## config.mk

```make
export PLATFORM = sky130hd
export DESIGN_NAME = rob_top
export DESIGN_NICKNAME = d
export VERILOG_FILES = /design/src/rob_pkg.sv /design/src/arch_pkg.sv /design/src/rob_top.sv /design/src/commit_unit.sv /design/src/rob.sv /design/src/issue_unit.sv
export SDC_FILE = /design/constraint.sdc
export NUM_CORES = 1
export LEC_CHECK = 0
export ABC_AREA = 1
export BUFFER_PORTS_ARGS = -buffer_cell sky130_fd_sc_hd__buf_2
export CAP_MARGIN = 40
export CORE_MARGIN = 5
export CORE_UTILIZATION = 30
export DETAILED_ROUTE_END_ITERATION = 16
export GPL_TIMING_DRIVEN = 0
export SYNTH_ARGS = -nofsm -noshare
export SYNTH_HDL_FRONTEND = slang
export SYNTH_SLANG_ARGS = --single-unit
```

## constraint.sdc

```tcl
create_clock -name clk_i -period 3.6 [get_ports clk_i]
set_clock_uncertainty 0.2 [all_clocks]
set_input_delay 0.18 -clock clk_i [delete_from_list [all_inputs] [get_ports clk_i]]
set_output_delay 0.18 -clock clk_i [all_outputs]
set_load 0.005 [all_outputs]
```

## src/rob_pkg.sv

```systemverilog
// --------------------
// ROB package
// Buffer sizing and tag width
// --------------------
package rob_pkg;

  // Number of entries in flight
  localparam int unsigned ROB_DEPTH = 4;

  // Tag is the entry index
  localparam int unsigned ROB_TAG_W = $clog2(ROB_DEPTH);

endpackage

```

## src/arch_pkg.sv

```systemverilog
// --------------------
// Architecture package
// Data widths and the result payload seen by issue, ROB and commit
// --------------------
package arch_pkg;

  // --------------------
  // Widths
  // --------------------
  // Result value
  localparam int unsigned XLEN = 32;
  // Destination register index
  localparam int unsigned REG_IDX_W = 5;
  // Exception cause code
  localparam int unsigned CAUSE_W = 5;

  // --------------------
  // Result payload
  // --------------------
  // One word from an execution unit
  // The except flag travelling beside it selects the view
  typedef union packed {
    // Normal result value
    logic [XLEN-1:0] value;
    // Exception word with the cause in its low CAUSE_W bits
    logic [XLEN-1:0] cause;
  } result_payload_u;

endpackage
```

## src/rob_top.sv

```systemverilog
// --------------------
// ROB subsystem top
// Issue unit, reorder buffer and commit unit with a shared flush
// --------------------
`timescale 1ns/100ps

module rob_top
  import arch_pkg::*;
  import rob_pkg::*;
(
  input  logic                 clk_i,
  input  logic                 rst_ni,
  // Instruction input
  input  logic                 in_valid_i,
  output logic                 in_ready_o,
  input  logic [REG_IDX_W-1:0] in_rd_i,
  // Allocated tag report
  output logic                 tag_valid_o,
  output logic [ROB_TAG_W-1:0] tag_o,
  output logic [REG_IDX_W-1:0] tag_rd_o,
  // Common data bus
  input  logic                 cdb_valid_i,
  input  logic [ROB_TAG_W-1:0] cdb_tag_i,
  input  logic                 cdb_except_i,
  input  result_payload_u      cdb_payload_i,
  // Retirement port
  output logic                 ret_valid_o,
  input  logic                 ret_ready_i,
  output logic [REG_IDX_W-1:0] ret_rd_o,
  output logic [XLEN-1:0]      ret_value_o,
  output logic                 ret_except_o,
  output logic [CAUSE_W-1:0]   ret_cause_o
);

  // Issue to ROB
  logic                 iss_valid;
  logic                 iss_ready;
  logic [REG_IDX_W-1:0] iss_rd;
  logic [ROB_TAG_W-1:0] iss_tag;
  // ROB head to commit
  logic                 head_valid;
  logic                 head_ready;
  logic [REG_IDX_W-1:0] head_rd;
  logic                 head_except;
  result_payload_u      head_payload;
  // Exception recovery
  logic                 flush;

  // Producer
  issue_unit u_issue (
    .flush_i    (flush),
    .iss_valid_o(iss_valid),
    .iss_ready_i(iss_ready),
    .iss_rd_o   (iss_rd),
    .iss_tag_i  (iss_tag),
    .*
  );

  // Buffer
  rob u_rob (
    .flush_i       (flush),
    .iss_valid_i   (iss_valid),
    .iss_ready_o   (iss_ready),
    .iss_rd_i      (iss_rd),
    .iss_tag_o     (iss_tag),
    .head_valid_o  (head_valid),
    .head_ready_i  (head_ready),
    .head_rd_o     (head_rd),
    .head_except_o (head_except),
    .head_payload_o(head_payload),
    .*
  );

  // Consumer, its flush feeds both upstream blocks
  commit_unit u_commit (
    .head_valid_i  (head_valid),
    .head_ready_o  (head_ready),
    .head_rd_i     (head_rd),
    .head_except_i (head_except),
    .head_payload_i(head_payload),
    .flush_o       (flush),
    .*
  );

endmodule

```

## src/commit_unit.sv

```systemverilog
// --------------------
// Commit unit
// One-record retire slot that decodes the result payload and
// raises a flush when an excepting entry is retired
// --------------------
`timescale 1ns/100ps

module commit_unit
  import arch_pkg::*;
(
  input  logic                 clk_i,
  input  logic                 rst_ni,
  // Head entry from the ROB
  input  logic                 head_valid_i,
  output logic                 head_ready_o,
  input  logic [REG_IDX_W-1:0] head_rd_i,
  input  logic                 head_except_i,
  input  result_payload_u      head_payload_i,
  // Retirement port
  output logic                 ret_valid_o,
  input  logic                 ret_ready_i,
  output logic [REG_IDX_W-1:0] ret_rd_o,
  output logic [XLEN-1:0]      ret_value_o,
  output logic                 ret_except_o,
  output logic [CAUSE_W-1:0]   ret_cause_o,
  // Pipeline flush
  output logic                 flush_o
);

  // Retire slot
  logic                 vld_q;
  logic [REG_IDX_W-1:0] rd_q;
  logic                 except_q;
  result_payload_u      payload_q;
  // Flush pulse
  logic                 flush_q;
  // Handshakes
  logic                 take;
  logic                 drain;

  assign drain = vld_q && ret_ready_i;
  // Slot free or emptying, and younger entries are held off while flushing
  assign head_ready_o = (!vld_q || ret_ready_i) && !flush_q;
  assign take = head_valid_i && head_ready_o;

  // --------------------
  // Slot control
  // --------------------
  always_ff @(posedge clk_i or negedge rst_ni) begin : p_ctrl
    if (!rst_ni) begin
      vld_q   <= 1'b0;
      flush_q <= 1'b0;
    end else begin
      if (take) begin
        vld_q <= 1'b1;
      end else if (drain) begin
        vld_q <= 1'b0;
      end
      // Exception flushes the cycle after it enters the slot
      flush_q <= take && head_except_i;
    end
  end

  always_ff @(posedge clk_i) begin : p_data
    if (take) begin
      rd_q      <= head_rd_i;
      except_q  <= head_except_i;
      payload_q <= head_payload_i;
    end
  end

  // --------------------
  // Payload decode
  // --------------------
  // Value view on a normal entry, cause view on an excepting one
  assign ret_valid_o  = vld_q;
  assign ret_rd_o     = rd_q;
  assign ret_except_o = except_q;
  assign ret_value_o  = except_q ? '0 : payload_q.value;
  assign ret_cause_o  = except_q ? payload_q.cause[CAUSE_W-1:0] : '0;
  assign flush_o      = flush_q;

  // One flush per exception
  a_flush_pulse : assert property (@(posedge clk_i) disable iff (!rst_ni)
    flush_o |=> !flush_o);

endmodule

```

## src/rob.sv

```systemverilog
// --------------------
// Reorder buffer
// Circular entry array, allocated at the tail in program order,
// filled by tag from the CDB and popped at the head in order
// --------------------
`timescale 1ns/100ps

module rob
  import arch_pkg::*;
  import rob_pkg::*;
(
  input  logic                 clk_i,
  input  logic                 rst_ni,
  input  logic                 flush_i,
  // Allocation from the issue unit
  input  logic                 iss_valid_i,
  output logic                 iss_ready_o,
  input  logic [REG_IDX_W-1:0] iss_rd_i,
  output logic [ROB_TAG_W-1:0] iss_tag_o,
  // Common data bus
  input  logic                 cdb_valid_i,
  input  logic [ROB_TAG_W-1:0] cdb_tag_i,
  input  logic                 cdb_except_i,
  input  result_payload_u      cdb_payload_i,
  // Head entry to the commit unit
  output logic                 head_valid_o,
  input  logic                 head_ready_i,
  output logic [REG_IDX_W-1:0] head_rd_o,
  output logic                 head_except_o,
  output result_payload_u      head_payload_o
);

  // --------------------
  // Entry state
  // --------------------
  // Entry holds an instruction
  logic [ROB_DEPTH-1:0] alloc_q;
  // Result has arrived
  logic [ROB_DEPTH-1:0] done_q;
  // Per entry payload
  logic [REG_IDX_W-1:0] rd_q      [ROB_DEPTH];
  logic                 except_q  [ROB_DEPTH];
  result_payload_u      payload_q [ROB_DEPTH];

  // Oldest entry and first free entry
  logic [ROB_TAG_W-1:0] head_q;
  logic [ROB_TAG_W-1:0] tail_q;

  logic push;
  logic pop;

  // Mod ROB_DEPTH increment
  function automatic logic [ROB_TAG_W-1:0] next_idx(input logic [ROB_TAG_W-1:0] idx);
    if (idx == ROB_TAG_W'(ROB_DEPTH - 1)) begin
      return '0;
    end
    return idx + ROB_TAG_W'(1);
  endfunction

  assign push = iss_valid_i && iss_ready_o;
  assign pop  = head_valid_o && head_ready_i;

  // --------------------
  // Control update
  // --------------------
  // Per entry priority is push, pop, then CDB
  always_ff @(posedge clk_i or negedge rst_ni) begin : p_ctrl
    if (!rst_ni) begin
      alloc_q <= '0;
      done_q  <= '0;
      head_q  <= '0;
      tail_q  <= '0;
    end else if (flush_i) begin
      // Dropping the allocated bits empties the buffer
      alloc_q <= '0;
      head_q  <= '0;
      tail_q  <= '0;
    end else begin
      for (int i = 0; i < ROB_DEPTH; i++) begin
        if (push && tail_q == ROB_TAG_W'(i)) begin
          alloc_q[i] <= 1'b1;
          done_q[i]  <= 1'b0;
        end else if (pop && head_q == ROB_TAG_W'(i)) begin
          alloc_q[i] <= 1'b0;
        end else if (cdb_valid_i && cdb_tag_i == ROB_TAG_W'(i)) begin
          done_q[i] <= 1'b1;
        end
      end
      if (push) begin
        tail_q <= next_idx(tail_q);
      end
      if (pop) begin
        head_q <= next_idx(head_q);
      end
    end
  end

  // --------------------
  // Payload update
  // --------------------
  always_ff @(posedge clk_i) begin : p_data
    for (int i = 0; i < ROB_DEPTH; i++) begin
      // Destination known at issue
      if (push && tail_q == ROB_TAG_W'(i)) begin
        rd_q[i] <= iss_rd_i;
      end
      // Result or cause from the CDB
      if (cdb_valid_i && cdb_tag_i == ROB_TAG_W'(i)) begin
        except_q[i]  <= cdb_except_i;
        payload_q[i] <= cdb_payload_i;
      end
    end
  end

  // --------------------
  // Outputs
  // --------------------
  // Full when the tail wraps onto a live entry
  assign iss_ready_o = !alloc_q[tail_q] && !flush_i;
  assign iss_tag_o   = tail_q;

  // Head ready to retire once its result is in
  assign head_valid_o   = alloc_q[head_q] && done_q[head_q];
  assign head_rd_o      = rd_q[head_q];
  assign head_except_o  = except_q[head_q];
  assign head_payload_o = payload_q[head_q];

  // --------------------
  // Assertions
  // --------------------
  // Execution units only complete issued instructions
  a_cdb_alloc : assert property (@(posedge clk_i) disable iff (!rst_ni)
    cdb_valid_i && !flush_i |-> alloc_q[cdb_tag_i]);

  // Never allocate and retire the same slot at once
  a_push_pop_idx : assert property (@(posedge clk_i) disable iff (!rst_ni)
    push && pop |-> head_q != tail_q);

  // Head offer is not withdrawn under back-pressure
  a_head_hold : assert property (@(posedge clk_i) disable iff (!rst_ni)
    head_valid_o && !head_ready_i && !flush_i |=> head_valid_o);

endmodule

```

## src/issue_unit.sv

```systemverilog
// --------------------
// Issue unit
// One-entry stage that takes instructions in program order,
// hands them to the ROB and reports the allocated tag
// --------------------
`timescale 1ns/100ps

module issue_unit
  import arch_pkg::*;
  import rob_pkg::*;
(
  input  logic                 clk_i,
  input  logic                 rst_ni,
  input  logic                 flush_i,
  // Instruction input
  input  logic                 in_valid_i,
  output logic                 in_ready_o,
  input  logic [REG_IDX_W-1:0] in_rd_i,
  // ROB allocation
  output logic                 iss_valid_o,
  input  logic                 iss_ready_i,
  output logic [REG_IDX_W-1:0] iss_rd_o,
  input  logic [ROB_TAG_W-1:0] iss_tag_i,
  // Allocated tag report
  output logic                 tag_valid_o,
  output logic [ROB_TAG_W-1:0] tag_o,
  output logic [REG_IDX_W-1:0] tag_rd_o
);

  // Held instruction
  logic                 vld_q;
  logic [REG_IDX_W-1:0] rd_q;
  // Tag report registers
  logic                 tag_valid_q;
  logic [ROB_TAG_W-1:0] tag_q;
  logic [REG_IDX_W-1:0] tag_rd_q;
  // Handshakes
  logic                 in_fire;
  logic                 iss_fire;

  assign iss_fire = vld_q && iss_ready_i;
  // Empty or leaving this cycle, nothing enters during a flush
  assign in_ready_o = (!vld_q || iss_ready_i) && !flush_i;
  assign in_fire = in_valid_i && in_ready_o;

  // --------------------
  // Stage control
  // --------------------
  always_ff @(posedge clk_i or negedge rst_ni) begin : p_ctrl
    if (!rst_ni) begin
      vld_q       <= 1'b0;
      tag_valid_q <= 1'b0;
    end else begin
      if (flush_i) begin
        vld_q <= 1'b0;
      end else if (in_fire) begin
        vld_q <= 1'b1;
      end else if (iss_fire) begin
        vld_q <= 1'b0;
      end
      // One-cycle pulse per allocation
      tag_valid_q <= iss_fire && !flush_i;
    end
  end

  // Payload of the stage and of the tag report
  always_ff @(posedge clk_i) begin : p_data
    if (in_fire) begin
      rd_q <= in_rd_i;
    end
    if (iss_fire) begin
      tag_q    <= iss_tag_i;
      tag_rd_q <= rd_q;
    end
  end

  assign iss_valid_o = vld_q;
  assign iss_rd_o    = rd_q;
  assign tag_valid_o = tag_valid_q;
  assign tag_o       = tag_q;
  assign tag_rd_o    = tag_rd_q;

  // Held instruction waits unchanged for room in the ROB
  a_hold_stable : assert property (@(posedge clk_i) disable iff (!rst_ni)
    iss_valid_o && !iss_ready_i && !flush_i |=> iss_valid_o && $stable(iss_rd_o));

endmodule

```

# Word level (Yosys, flattened, before mapping)
# Memory sizes are Yosys's and may differ from the RTL's. A register that Yosys moved wholly into a read port is not among the register bits.
# Cells that the tools add are included.
[op_classes] n_addsub=2 eq_ne=13 reduce_logical=56 mux=91 magnitude_cmp=2 n_bitwise=1
[op_table] cell="$mux W32" n=4
[op_table] cell="$reduce_or A32 Y1" n=3
[op_table] cell="$mux W1" n=62
[op_table] cell="$mux W2" n=17
[op_table] cell="$logic_and A1 B1 Y1" n=22
[op_table] cell="$mux W5" n=4
[op_table] cell="$reduce_bool A3 Y1" n=5
[op_table] cell="$reduce_or A5 Y1" n=3
[op_table] cell="$reduce_bool A2 Y1" n=7
[op_table] cell="$eq A2 B2 Y1 const B" n=6
[op_table] cell="$reduce_and A3 Y1" n=4
[op_table] cell="$bmux W1 S2" n=3
[op_table] cell="$eq A2 B1 Y1 const B" n=3
[op_table] cell="$logic_not A2 Y1" n=3
[op_table] cell="$lt A2 B3 Y1 const B" n=2
[op_table] cell="$add A2 B1 Y2 const B" n=2
[op_table] cell="$logic_not A1 Y1" n=4
[op_table] cell="$mux W4" n=1
[op_table] cell="$ne A2 B1 Y1 const B" n=2
[op_table] cell="$ne A2 B2 Y1 const B" n=2
[op_table] cell="$reduce_or A1 Y1" n=3
[op_table] cell="$logic_or A1 B1 Y1" n=2
[op_table] cell="$not A1 Y1" n=1
[totals] reg_bits=29 memories=3 out_inout_bits=53 ram_bits=152 input_bits=45
[memory_table] name="u_rob.payload_q" depth=4 word_bits=32 rd=1 rd_ports_with_merged_regs=1 write_ports=1 line_no="rob.sv:43" rtl="result_payload_u payload_q [ROB_DEPTH];"
[memory_table] name="u_rob.rd_q" depth=4 word_bits=5 rd=1 rd_ports_with_merged_regs=1 write_ports=1 line_no="rob.sv:41" rtl="logic [REG_IDX_W-1:0] rd_q [ROB_DEPTH];"
[memory_table] name="u_rob.except_q" depth=4 word_bits=1 rd=1 rd_ports_with_merged_regs=0 write_ports=1 line_no="rob.sv:42" rtl="logic except_q [ROB_DEPTH];"

# Logic depth before layout (Yosys ltp)
[depth] word_depth=12 mapped_depth=9 mapped_depth_nobuf=8

# Hierarchy
# Synthesis repeated with hierarchy kept, for this count alone.
[hier_totals] hier_cells=620 hier_area_um2=8405.6
[by_module_without_submodules] mod="rob" cells_per_inst=466 area_per_inst_um2=6383.6 seq_area_each_um2=4864.7 n_inst=1
[by_module_without_submodules] mod="commit_unit" cells_per_inst=129 area_per_inst_um2=1561.5 seq_area_each_um2=1191.1 n_inst=1
[by_module_without_submodules] mod="issue_unit" cells_per_inst=25 area_per_inst_um2=460.4 seq_area_each_um2=410.4 n_inst=1

# Worst setup path after synthesis
# Ideal clock, no wire load.
[synth_path] path_type="input to register" start="input port cdb_tag_i[1]" end="memory u_rob.except_q[0] (enable)" required_ps=2935 n_path_buf=0 arrival_time_ps=2528 setup_slack_ps=407 stages=1 cell_sequence="nor3_1"
[synth_via] elab_chain_cells=8 elab_cells_between_ends=25
[synth_rtl] element="from (decl)" line_no="rob_top.sv:23" rtl="input logic [ROB_TAG_W-1:0] cdb_tag_i,"
[synth_rtl] element="$eq A2 B1 Y1" line_no="rob.sv:108" rtl="if (cdb_valid_i && cdb_tag_i == ROB_TAG_W'(i)) begin"
[synth_rtl] element="$logic_and A1 B1 Y1" line_no="rob.sv:108"
[synth_rtl] element="$mux W1" line_no="rob.sv:108"
[synth_rtl] element="$mux W1 (implied by the code)" line_no="rob.sv:109" rtl="except_q[i] <= cdb_except_i;"
[synth_rtl] element="$reduce_or A1 Y1 (no line)"
[synth_rtl] element="$mux W2 (no line) / $mux W1 (equally long branches) (3 in series)"
[synth_rtl] element="to (decl)" line_no="rob.sv:42"
# Parallel ways exist; a longest one is shown, timed or not.

# Worst setup path after layout
[layout_path] start="register u_commit.except_q (netlist: u_commit.ret_except_o)" end="output port ret_value_o[23]"
[layout_via] elab_chain_cells=1
[layout_rtl] element="from (decl)" line_no="commit_unit.sv:33" rtl="logic except_q;"
[layout_rtl] element="from (signal assigned)" line_no="commit_unit.sv:67" rtl="except_q <= head_except_i;"
[layout_rtl] element="$mux W32" line_no="commit_unit.sv:79" rtl="assign ret_value_o = except_q ? '0 : payload_q.value;"
[layout_rtl] element="to (decl)" line_no="rob_top.sv:30" rtl="output logic [XLEN-1:0] ret_value_o,"
# Every way passes these cells.

==> metrics.md <==
| Metric | Value |
|---|---|
| Max_slew headroom | 0.412 |
| Top FF cell, synth | edfxtp_1 |
| Post-detailed-route DRC marker count | 0 |
| Fill cells | 2648 |
| Hold Crit Endpoint | u_issue.iss_rd_o[4] |
| CTS tree | done |
| Critical path arrival | 2.11 ns |
| Area occupied by multi-input gates | 1540 sq um |
| First-pass GRT wire length | 29.7 mm |
| Net Sw Frac | 0.329 |
| Worst slew pin tran | 0.878 ns |
| Max-cap violation count | 0 |
| R2R Setup Slk | 1.45 ns |
| Slew Limit Fails | 0 |
| Grt ovf | 0 |
| Flops & latches, synth | 218 |
| Period utilization | 0.691 |
| Pre-CTS setup slack | 1.42 ns |
| Synth top area share | 0.724 |
| Syn avg cell area | around 14 sq um |
| Ant. Diodes | 0 |
| RSZ-0062 raised after global routing | false |
| Synth top area cells | edfxtp_1 72%, nor2_1 5.2%, dfrtp_1 4.8% |
| Combinational power share | 0.302 |
| Clk pwr share | 0.259 |
| Post-DP HPWL | around 13 mm |
| Critical Path Slowest Stage Cell | clkbuf_1 |
| FF-to-FF Start | u_rob.iss_tag_o[0] |
| CTS Buffer Depth | 3 |
| YS warnings | 0 |
| Sequential area share after synthesis | 0.772 |
| Dpl cells | 1095 |
| Crit-path max FO | 10 |
| Cell variety after synth | 32 |
| Total track usage | 0.121 |
| Status | finished clean |
| Die area | 31400 sq um |
| Synthesized cell area | 8380 sq um |
| Hold-critical path depth | 2 |
| Worst EP required | 3.22 ns |
| Initial DRT Pass Iterations | 5 |
| Worst Setup End Kind | output port |
| Placer congestion estimate | between 0.8 and 0.9 |
| Chip width | 177 um |
| Vias/cell | 4.40 |
| Flop pwr share | 0.439 |
| Num CTS Buffers | 22 |
| Antenna Nets Post-Route | 0 |
| Hold path startpoint | in_rd_i[4] |
| Leading area contributor after synthesis | edfxtp_1 |
| Async set-reset flop share out of synthesis | 0.0734 |
| Starting density of the core | 0.302 |
| Starting DRC count in detailed routing | 302 |
| Core area | 27700 sq um |
| Largest net degree at the start of global routing | 34 |
| CP Class | reg2out |
| Class of the worst hold path | in2reg |
| Worst path cell trace | clkbuf_1 -> clkbuf_1 -> nor2_1 -> buf_2 |
| Vias in the first global route | 5364 |
| FF+latch area | between 6000 and 7000 sq um |
| Startpoint types | flip-flop |
| Share of layout cells above drive strength 1 | 0.218 |
| Leak | 4.04 nW |
| Worst-skew pair later-pin latency | 0.49 ns |
| Min cycle time layout | approximately 2.5 ns |
| Setup Buffers After CTS | 0 |
| Initial antenna violation count | 0 |
| Worst Slack Setup Final | 1.11 ns |
| Synthesized Nets | approximately 660 |
| Wire per inst | 16.5 um |
| Gate Count Post-Synth | 611 |
| Setup violations, final | 0 |
| R2r endpoint | u_issue.iss_rd_o[3] |
| Vias | 5195 |
| Maximum vdd ir drop | 0.273 mV |
| Number of synthesized flops with an enable pin | 202 |
| Max Freq | 0.402 GHz |
| Internal power | 5.67 mW |
| Leading cell types by count after synthesis | 202 x edfxtp_1, 117 x nor2_1, 77 x o21ai_0, 53 x inv_1, 37 x o22ai_1 |
| Final Hold Fails | 0 |
| Row Count | 61 |
| Most frequent cell after synthesis | edfxtp_1 |
| Most frequent CP cell | clkbuf_1 |
| Layout net count | 841 |
| Reg2reg path depth | 6 |
| Pwr Density | 794 nW/um^2 |
| Final non-filler cell total | between 1000 and 1500 |
| NetSw | 2.77 mW |
| Post_cts resized | 0 |
| I/O pins | 98 |
| Reg clk slew, reported paths | approximately 0.060 ns |
| Hold slack | 0.202 ns |
| Util after Layout | 0.384 |
| Worst path max stage delay | 0.59 ns |
| Port-buffer cells | 97 |
| Area delta synth->final | 26.9% |
| Clock root buffer | clkbuf_16 |
| Drt total wl | 19.4 mm |
| CTS Sinks | 218 |
| Die height | 177 um |
| Htree depth | 1 |
==> cells by family after synthesis <==
logic type	after synthesis	synth area share
buffers and inverters	90	0.0458
AO/OA/AOI/OAI	128	0.0845
AND/OR/NAND/NOR	167	0.0860
adder cells (fa/ha/maj)	8	0.0119
flip-flops	218	0.772
==> cell type report <==
cell class / count / area share
multi-input combinational: 303 / 0.145
tap: 378 / 0.0445
clock buffer: 26 / 0.0552
clock inverter: 12 / 0.0101
buffer: 31 / 0.0144
inverter: 59 / 0.0218
timing repair buffer: 153 / 0.101
sequential: 218 / 0.608
==> flip-flops by register name (all words and copies together), names as in the netlist <==
name                   flops
u_rob.payload_q          128
u_issue.tag_rd_o           5
u_issue.iss_valid_o        1
u_rob.except_q             4
u_commit.payload_q        32
u_rob.head_q               2
u_rob.iss_tag_o            2
u_commit.ret_rd_o          5
u_commit.ret_valid_o       1
u_commit.ret_except_o      1
u_issue.iss_rd_o           5
u_rob.done_q               4
u_rob.alloc_q              4
u_commit.flush_o           1
u_issue.tag_valid_o        1
u_rob.rd_q                20
u_issue.tag_o              2
==> cell usage in the layout (no fill, tap or decap), types with 2 or more instances in the layout <==
cell / instances
a21oi_1: 5
buf_12: 2
buf_2: 108
buf_4: 8
buf_6: 3
bufinv_16: 2
clkbuf_1: 17
clkbuf_16: 23
clkinv_1: 6
clkinv_2: 2
clkinvlp_4: 2
dfrtp_1: 16
dlygate4sd3_1: 47
edfxtp_1: 202
ha_1: 8
inv_1: 51
inv_2: 5
inv_4: 2
nand2_1: 19
nand2_2: 3
nand3_1: 12
nand3_2: 3
nand4_1: 4
nor2_1: 117
nor3_2: 2
nor4_1: 2
o21ai_0: 77
o21ai_1: 3
o21ai_2: 4
o22ai_1: 37
==> what timing repair did <==
action | CTS | global route
endpoints found under the setup margin | 0 | 0
hold buffers | 47 | 0
hold endpoints to repair | 178 | 0
==> power groups by stage <==
stage / Clock, mW / Sequential, mW / Combinational, mW
2_1_floorplan: 0 / 3.71 / 1.49
3_3_place_gp: 0 / 3.76 / 2.47
3_5_place_dp: 0 / 3.76 / 2.56
4_1_cts: 2.24 / 3.71 / 2.61
5_1_grt: 2.34 / 3.75 / 2.87
6_report: 2.19 / 3.70 / 2.55
==> metal layers <==
layer	share of wire	vias up	global-route usage
li1	-	2527	-
met1	0.43	2525	0.155
met2	0.50	122	0.216
met3	0.052	21	0.0218
met4	0.015	0	0.0271
met5	0	-	0
==> per-stage QoR <==
step	power (mW)	cell area, sq um	TNS (ns)
6_report	8.44	10600	0
5_1_grt	8.97	10600	0
4_1_cts	8.56	10600	0
3_5_place_dp	6.32	9470	0
3_3_place_gp	6.24	9340	-112.48
2_1_floorplan	5.20	8380	0
==> worst max-delay path: cells and delay by family, from the launching register on <==
| kind | cells | cell delay (ns) |
|---|---|---|
| flip-flops | 1 | 0.34 |
| AND/OR/NAND/NOR | 1 | 0.19 |
| buffers and inverters | 3 | 1.09 |
==> worst max path at each step <==
stage / cells past startpoint / to / slack, ns / from
after CTS: 4 / ret_value_o[23] / 1.08 / u_commit.ret_except_o
after global placement: 3 / u_rob.payload_q[1][19] / -1.71 / cdb_tag_i[0]
after global routing: 4 / ret_value_o[28] / 0.99 / u_commit.ret_except_o
final: 4 / ret_value_o[23] / 1.11 / u_commit.ret_except_o
after detailed placement: 5 / u_rob.payload_q[0][17] / 1.42 / cdb_valid_i
after floorplan: 1 / u_rob.except_q[0] / 0.41 / cdb_tag_i[1]
Power figures use the tool's default switching activity.
